**config.mk**
```make
export PLATFORM = sky130hd
export DESIGN_NAME = tetris_color_grid
export DESIGN_NICKNAME = d
export VERILOG_FILES = /design/src/grid_pkg.sv /design/src/piece_pkg.sv /design/src/piece_cell_decoder.sv /design/src/grid_update_fsm.sv /design/src/color_grid_ram.sv /design/src/tetris_color_grid.sv
export SDC_FILE = /design/constraint.sdc
export NUM_CORES = 1
export LEC_CHECK = 0
export CAP_MARGIN = 20
export CORE_UTILIZATION = 60
export CTS_BUF_LIST = sky130_fd_sc_hd__clkbuf_4
export DETAILED_ROUTE_END_ITERATION = 10
export DONT_BUFFER_PORTS = 1
export HOLD_SLACK_MARGIN = 0.06
export MAX_ROUTING_LAYER = met4
export PLACE_DENSITY_LB_ADDON = 0.05
export SLEW_MARGIN = 20
export SYNTH_ARGS = -nofsm -noshare
export SYNTH_HDL_FRONTEND = slang
export SYNTH_HIERARCHICAL = 1
export SYNTH_SLANG_ARGS = --single-unit
```
**constraint.sdc**
```tcl
create_clock -name clk -period 9.1 [get_ports clk]
set_clock_uncertainty 0.1 [all_clocks]
set_input_delay 1.365 -clock clk [delete_from_list [all_inputs] [get_ports clk]]
set_output_delay 1.365 -clock clk [all_outputs]
set_load 0.01 [all_outputs]
```
**src/grid_pkg.sv**
```systemverilog
package grid_pkg;

    // Playfield geometry, row 0 at the bottom
    localparam int GRID_COLS  = 10;
    localparam int GRID_ROWS  = 20;
    localparam int GRID_CELLS = GRID_COLS * GRID_ROWS;

    // Cell index is row * GRID_COLS + column
    typedef logic [7:0] cell_idx_t;

    typedef logic [4:0] row_idx_t;
    typedef logic [3:0] col_idx_t;

    // One bit per row, set for rows that are full
    typedef logic [GRID_ROWS-1:0] row_mask_t;

    // Marks a piece cell that falls below index 0
    localparam cell_idx_t CELL_NONE = 8'd255;

endpackage

```
**src/piece_pkg.sv**
```systemverilog
package piece_pkg;

    // The code doubles as the color of a placed cell
    typedef enum logic [2:0] {
        PIECE_NONE   = 3'd0,
        PIECE_SQUARE = 3'd1,
        PIECE_BAR    = 3'd2,
        PIECE_S      = 3'd3,
        PIECE_Z      = 3'd4,
        PIECE_L      = 3'd5,
        PIECE_J      = 3'd6,
        PIECE_T      = 3'd7
    } piece_type_t;

    typedef logic [1:0] rotation_t;

    // 0 is an empty cell
    typedef logic [2:0] color_t;

endpackage

```
**src/piece_cell_decoder.sv**
```systemverilog
module piece_cell_decoder (
    input  piece_pkg::piece_type_t piece_type,
    input  piece_pkg::rotation_t   rotation,
    input  grid_pkg::cell_idx_t    location,
    output grid_pkg::cell_idx_t    cell_0,
    output grid_pkg::cell_idx_t    cell_1,
    output grid_pkg::cell_idx_t    cell_2,
    output grid_pkg::cell_idx_t    cell_3
);

    // Offsets relative to the anchor, one per covered cell
    int   off [4];
    logic shape_ok;

    function automatic grid_pkg::cell_idx_t offset_cell(
        input grid_pkg::cell_idx_t loc,
        input int                  delta
    );
        int sum;
        sum = int'(loc) + delta;
        if (sum < 0 || sum > 255) begin
            return grid_pkg::CELL_NONE;
        end
        return grid_pkg::cell_idx_t'(sum);
    endfunction

    always_comb begin
        off      = '{0, 0, 0, 0};
        shape_ok = 1'b1;

        case (piece_type)
            piece_pkg::PIECE_SQUARE: begin
                off = '{0, 1, -10, -9};
            end
            piece_pkg::PIECE_BAR: begin
                // Odd rotations stand the bar upright
                if (rotation[0]) begin
                    off = '{10, 0, -10, -20};
                end else begin
                    off = '{0, -1, 1, 2};
                end
            end
            piece_pkg::PIECE_S: begin
                if (rotation[0]) begin
                    off = '{0, -10, -9, -19};
                end else begin
                    off = '{0, 1, -10, -11};
                end
            end
            piece_pkg::PIECE_Z: begin
                if (rotation[0]) begin
                    off = '{1, -9, -10, -20};
                end else begin
                    off = '{0, 1, -9, -8};
                end
            end
            piece_pkg::PIECE_L: begin
                case (rotation)
                    2'd0:    off = '{0, -10, -20, -19};
                    2'd1:    off = '{0, 1, 2, -10};
                    2'd2:    off = '{0, 1, -9, -19};
                    default: off = '{2, -8, -9, -10};
                endcase
            end
            piece_pkg::PIECE_J: begin
                case (rotation)
                    2'd0:    off = '{0, -10, -20, -21};
                    2'd1:    off = '{-1, -11, -10, -9};
                    2'd2:    off = '{0, -1, -11, -21};
                    default: off = '{-1, 0, 1, -9};
                endcase
            end
            piece_pkg::PIECE_T: begin
                case (rotation)
                    2'd0:    off = '{0, -1, 1, -10};
                    2'd1:    off = '{0, 10, -10, -1};
                    2'd2:    off = '{0, 10, 1, -1};
                    default: off = '{0, 10, -10, 1};
                endcase
            end
            default: begin
                shape_ok = 1'b0;
            end
        endcase

        if (shape_ok) begin
            cell_0 = offset_cell(location, off[0]);
            cell_1 = offset_cell(location, off[1]);
            cell_2 = offset_cell(location, off[2]);
            cell_3 = offset_cell(location, off[3]);
        end else begin
            cell_0 = grid_pkg::CELL_NONE;
            cell_1 = grid_pkg::CELL_NONE;
            cell_2 = grid_pkg::CELL_NONE;
            cell_3 = grid_pkg::CELL_NONE;
        end
    end

endmodule

```
**src/grid_update_fsm.sv**
```systemverilog
module grid_update_fsm (
    input  logic                   clk,
    input  logic                   rst_n,
    input  logic                   place,
    input  piece_pkg::piece_type_t piece_type,
    input  piece_pkg::rotation_t   rotation,
    input  grid_pkg::cell_idx_t    location,
    input  logic                   clear,
    input  grid_pkg::row_mask_t    full_rows,
    input  grid_pkg::cell_idx_t    cell_0,
    input  grid_pkg::cell_idx_t    cell_1,
    input  grid_pkg::cell_idx_t    cell_2,
    input  grid_pkg::cell_idx_t    cell_3,
    input  piece_pkg::color_t      scan_data,
    output piece_pkg::piece_type_t held_type,
    output piece_pkg::rotation_t   held_rotation,
    output grid_pkg::cell_idx_t    held_location,
    output logic                   busy,
    output logic                   wr_en,
    output grid_pkg::cell_idx_t    wr_addr,
    output piece_pkg::color_t      wr_data,
    output grid_pkg::cell_idx_t    scan_addr
);

    typedef enum logic [1:0] {
        ST_IDLE,
        ST_WRITE_PIECE,
        ST_COMPACT,
        ST_FILL
    } grid_state_t;

    localparam grid_pkg::row_idx_t LAST_ROW = grid_pkg::row_idx_t'(grid_pkg::GRID_ROWS - 1);
    localparam grid_pkg::row_idx_t END_ROW  = grid_pkg::row_idx_t'(grid_pkg::GRID_ROWS);
    localparam grid_pkg::col_idx_t LAST_COL = grid_pkg::col_idx_t'(grid_pkg::GRID_COLS - 1);

    grid_state_t         state;
    logic [1:0]          piece_step;
    grid_pkg::row_idx_t  read_row;
    grid_pkg::row_idx_t  write_row;
    grid_pkg::col_idx_t  col;
    grid_pkg::row_mask_t held_rows;
    grid_pkg::cell_idx_t cur_cell;
    logic                row_masked;

    function automatic grid_pkg::cell_idx_t cell_at(
        input grid_pkg::row_idx_t row,
        input grid_pkg::col_idx_t column
    );
        return grid_pkg::cell_idx_t'(row * grid_pkg::GRID_COLS + column);
    endfunction

    // Command operands, captured when a command is accepted
    always_ff @(posedge clk) begin
        if (state == ST_IDLE && place) begin
            held_type     <= piece_type;
            held_rotation <= rotation;
            held_location <= location;
        end else if (state == ST_IDLE && clear) begin
            held_rows <= full_rows;
        end
    end

    always_ff @(posedge clk or negedge rst_n) begin
        if (!rst_n) begin
            state      <= ST_IDLE;
            piece_step <= '0;
            read_row   <= '0;
            write_row  <= '0;
            col        <= '0;
        end else begin
            case (state)
                ST_IDLE: begin
                    if (place) begin
                        state      <= ST_WRITE_PIECE;
                        piece_step <= '0;
                    end else if (clear) begin
                        state     <= ST_COMPACT;
                        read_row  <= '0;
                        write_row <= '0;
                        col       <= '0;
                    end
                end
                ST_WRITE_PIECE: begin
                    piece_step <= piece_step + 2'd1;
                    if (piece_step == 2'd3) begin
                        state <= ST_IDLE;
                    end
                end
                ST_COMPACT: begin
                    // A full row costs one cycle, a kept row one cycle per column
                    if (row_masked || col == LAST_COL) begin
                        col      <= '0;
                        read_row <= read_row + 5'd1;
                        if (!row_masked) begin
                            write_row <= write_row + 5'd1;
                        end
                        if (read_row == LAST_ROW) begin
                            state <= ST_FILL;
                        end
                    end else begin
                        col <= col + 4'd1;
                    end
                end
                ST_FILL: begin
                    if (write_row == END_ROW) begin
                        state <= ST_IDLE;
                    end else if (col == LAST_COL) begin
                        col       <= '0;
                        write_row <= write_row + 5'd1;
                    end else begin
                        col <= col + 4'd1;
                    end
                end
                default: state <= ST_IDLE;
            endcase
        end
    end

    always_comb begin
        case (piece_step)
            2'd0:    cur_cell = cell_0;
            2'd1:    cur_cell = cell_1;
            2'd2:    cur_cell = cell_2;
            default: cur_cell = cell_3;
        endcase
    end

    assign row_masked = held_rows[read_row];
    assign scan_addr  = cell_at(read_row, col);
    assign busy       = (state != ST_IDLE);

    always_comb begin
        wr_en   = 1'b0;
        wr_addr = cell_at(write_row, col);
        wr_data = '0;
        case (state)
            ST_WRITE_PIECE: begin
                // Cells off the grid still take their cycle
                wr_en   = (cur_cell < grid_pkg::cell_idx_t'(grid_pkg::GRID_CELLS));
                wr_addr = cur_cell;
                wr_data = piece_pkg::color_t'(held_type);
            end
            ST_COMPACT: begin
                wr_en   = !row_masked;
                wr_data = scan_data;
            end
            ST_FILL: begin
                wr_en = (write_row != END_ROW);
            end
            default: ;
        endcase
    end

endmodule

```
**src/color_grid_ram.sv**
```systemverilog
module color_grid_ram (
    input  logic                clk,
    input  logic                rst_n,
    input  logic                wr_en,
    input  grid_pkg::cell_idx_t wr_addr,
    input  piece_pkg::color_t   wr_data,
    input  grid_pkg::cell_idx_t read_addr,
    output piece_pkg::color_t   read_data,
    input  grid_pkg::cell_idx_t scan_addr,
    output piece_pkg::color_t   scan_data
);

    localparam grid_pkg::cell_idx_t CELL_END = grid_pkg::cell_idx_t'(grid_pkg::GRID_CELLS);

    piece_pkg::color_t              mem [grid_pkg::GRID_CELLS];
    logic [grid_pkg::GRID_CELLS-1:0] written;

    always_ff @(posedge clk) begin
        if (wr_en && wr_addr < CELL_END) begin
            mem[wr_addr] <= wr_data;
        end
    end

    // A cell never written since reset reads as empty
    always_ff @(posedge clk or negedge rst_n) begin
        if (!rst_n) begin
            written <= '0;
        end else if (wr_en && wr_addr < CELL_END) begin
            written[wr_addr] <= 1'b1;
        end
    end

    assign read_data = (read_addr < CELL_END && written[read_addr]) ? mem[read_addr] : '0;
    assign scan_data = (scan_addr < CELL_END && written[scan_addr]) ? mem[scan_addr] : '0;

endmodule

```
**src/tetris_color_grid.sv**
```systemverilog
module tetris_color_grid (
    input  logic                   clk,
    input  logic                   rst_n,
    input  logic                   place,
    input  piece_pkg::piece_type_t piece_type,
    input  piece_pkg::rotation_t   rotation,
    input  grid_pkg::cell_idx_t    location,
    input  logic                   clear,
    input  grid_pkg::row_mask_t    full_rows,
    output logic                   busy,
    input  grid_pkg::cell_idx_t    read_addr,
    output piece_pkg::color_t      read_data
);

    piece_pkg::piece_type_t held_type;
    piece_pkg::rotation_t   held_rotation;
    grid_pkg::cell_idx_t    held_location;
    grid_pkg::cell_idx_t    cell_0;
    grid_pkg::cell_idx_t    cell_1;
    grid_pkg::cell_idx_t    cell_2;
    grid_pkg::cell_idx_t    cell_3;
    logic                   wr_en;
    grid_pkg::cell_idx_t    wr_addr;
    piece_pkg::color_t      wr_data;
    grid_pkg::cell_idx_t    scan_addr;
    piece_pkg::color_t      scan_data;

    // Decoder works on the operands held by the FSM
    piece_cell_decoder decode_i (
        .piece_type (held_type),
        .rotation   (held_rotation),
        .location   (held_location),
        .cell_0     (cell_0),
        .cell_1     (cell_1),
        .cell_2     (cell_2),
        .cell_3     (cell_3)
    );

    grid_update_fsm execute_i (
        .clk           (clk),
        .rst_n         (rst_n),
        .place         (place),
        .piece_type    (piece_type),
        .rotation      (rotation),
        .location      (location),
        .clear         (clear),
        .full_rows     (full_rows),
        .cell_0        (cell_0),
        .cell_1        (cell_1),
        .cell_2        (cell_2),
        .cell_3        (cell_3),
        .scan_data     (scan_data),
        .held_type     (held_type),
        .held_rotation (held_rotation),
        .held_location (held_location),
        .busy          (busy),
        .wr_en         (wr_en),
        .wr_addr       (wr_addr),
        .wr_data       (wr_data),
        .scan_addr     (scan_addr)
    );

    color_grid_ram result_i (
        .clk       (clk),
        .rst_n     (rst_n),
        .wr_en     (wr_en),
        .wr_addr   (wr_addr),
        .wr_data   (wr_data),
        .read_addr (read_addr),
        .read_data (read_data),
        .scan_addr (scan_addr),
        .scan_data (scan_data)
    );

endmodule

```
==> results.cfg <==
[finish]
syn2layout_area_growth_pct = 7.97
stdcell_area_um2 = 49600
fin_cells = 4442
multiInputGateArea_um2 = 19900
n_fill_cell = 5559
nets = 3434
seqCellArea_um2 = 24500
drive_gt1_frac = 0.299

[grt]
grt_usage = 0.381
antenna_found_initial = 6
grt_max_degree = 222
overflow = 0
grt_pass1_vias = 31500
grt_pass1_wl_um = 208000

[sta]
hold-worst-slack_ps = 163
rsz0062_at_grt = false
fmax_mhz = 118
setup_viol = 0
relSlewSlack = 0.240
fin_crit_ps = 8510
finalSetupTns_ps = 0
tightestPinTransition_ps = 1130
slew_viol_final = 0
hold_viol = 0
fin_crit_sh = 0.935

[setup_path]
cpPeakStageDelay_ps = 750
crit_arrival_ps = 9110
start_kind = flip-flop
cp.required_ps = 9710
worstPathMaxFanout = 16
crit_top_cell = nand2_1
crit_slowest_cell = edfxtp_1
endpoint_kind = flip-flop
crit_type = reg -> reg

[synthesis]
synthArstFlopShare = 0.256
synth.top_cell.area_share = 0.414
ys_ff_latch = 851
syn_avg_cell_area_um2 = 14.5
syn_inst = 3160
synth_common_cells = edfxtp_1, mux4_2, nor2_1
yosysTopAreaCell = edfxtp_1
syn_area_um2 = 45900
yosysWarnings = 6
synth_ff_type = edfxtp_1
ys_seq_area_frac = 0.532
synth_fp_nets = 3326
synth_edf_count = 633
yosysUniqueCellTypes = 101
yosys-top-cells-area = edfxtp_1, mux4_2, dfrtp_1
yosysMostFrequentCell = edfxtp_1

[clocking]
root_buffer = clkbuf_4
cts.clk_slew.worst_paths_ps = 70
insertion_delay_ps = 1090
clockBufferDepth = 3
h-tree-depth = 4
numClockSinks = 851
postCtsSetupRepairBufs = 0
cts_tree = yes
numCtsBuffers = 213

[drt]
wire_per_inst_um = 31.9
drtAntennaViolNets = 0
first_pass_iters = 8
drt-total-wl_um = 142000
routed_via_density = 7.10
drc_errors = 0
first_iter_violations = 4084
vias = 31500

[power]
ir_drop_mv = 0.172
p_leak_nw = 18.7
power_mw = 14.0
p_per_area_nw_per_um2 = 282

[floorplan]
io_pins = 49
die_h_um = 279
row_count = 101
die-area_um2 = 77700
fp.dieW_um = 279
core_area_um2 = 75800
start_util = 0.606

[placement]
place_hpwl_um = 90100
placed_area_um2 = 46600
placed_cells = 4029
routabilityCongestion = 0.999
portBuffers = 0

[run]
maxCapViolations = 0

[outcome]
status = finished clean

[min_path]
hold_path.class = in -> async
what timing repair did:
item | in CTS | in global routing
endpoints found under the hold margin | 218 | 0
setup endpoints to repair | 0 | 5
hold buffers | 1 | 0
resized for setup | 0 | 1
power breakdown:
part | leakage (nW) | internal [mW] | switching, mW
logic | 8.14 | 2.11 | 3.44
registers | 8.81 | 4.73 | 0.331
clock network | 1.72 | 1.73 | 1.65
total | 18.7 | 8.56 | 5.42
cells by family (layout without fill, tap and decap cells):
logic type | after synthesis | count (layout) | share of synthesized area
simple gates | 855 | 855 | 0.0944
flops | 851 | 851 | 0.532
mux | 544 | 544 | 0.215
compound gates | 496 | 496 | 0.0812
buf+inv | 263 | 557 | 0.0365
fa+ha+maj | 122 | 122 | 0.0345
xor+xnor | 29 | 29 | 0.00553
other cells | 0 | 10 | 0
per-stage QoR:
step / setup WS [ps] / utilization
after floorplan: 2260 / -
after global placement: 834 / 0.615
after detailed placement: 629 / 0.615
after CTS: 639 / 0.653
after global routing: 12.2 / 0.654
final: 594 / 0.654
layout by cell type (no fill, tap or decap), types with 82 or more instances in the layout:
master / instances
clkbuf_4: 329
nor2_1: 276
mux4_2: 309
dfrtp_1: 217
or2_2: 206
buf_4: 82
mux2i_1: 184
ha_1: 112
nand2_1: 131
edfxtp_1: 633
worst max-delay path, delay by kind of cell, from the launching register on:
kind / cells / cell delay [ps]
multiplexers: 1 / 100
flip-flops: 1 / 750
adder cells (fa/ha/maj): 3 / 680
buffers and inverters: 3 / 550
AND/OR/NAND/NOR: 11 / 3020
AO/OA/AOI/OAI: 11 / 2920
registers in the layout, indices dropped and copies added, names as in the netlist:
register and cells:
execute_i/read_row 5, result_i/mem 600, execute_i/held_rows 20, result_i/written 200, execute_i/held_type 3, execute_i/state 2, execute_i/write_row 5, execute_i/held_rotation 2
execute_i/col 4, execute_i/piece_step 2, execute_i/held_location 8
final timing paths:
path	startpoint	to	slack [ps]	cells after the start
max	execute_i/held_rotation[0]	result_i/mem[190][1]	590	29
min	rst_n	result_i/written[90]	160	1
max reg2reg	execute_i/held_rotation[0]	result_i/mem[190][1]	590	29
min reg2reg	result_i/written[174]	result_i/written[174]	390	1
max in group asynchronous	rst_n	execute_i/col[0]	7480	2
min in group clk	full_rows[17]	execute_i/held_rows[17]	270	0
layout make-up:
type | count | area share
sequential | 851 | 0.493
multi-input combinational | 2046 | 0.401
clock buffer | 329 | 0.0498
tap | 978 | 0.0247
timing repair buffer | 93 | 0.0168
clock inverter | 72 | 0.00895
inverter | 63 | 0.00477
antenna | 10 | 0.000504
routing by layer:
layer,track usage,routed length [µm],up-vias
li1,-,-,13000
met1,0.504,53700,15900
met2,0.547,63500,2176
met3,0.102,16500,455
met4,0.191,7800,0
met5,-,0,-
Note: power is estimated with default switching activity, not from simulation.
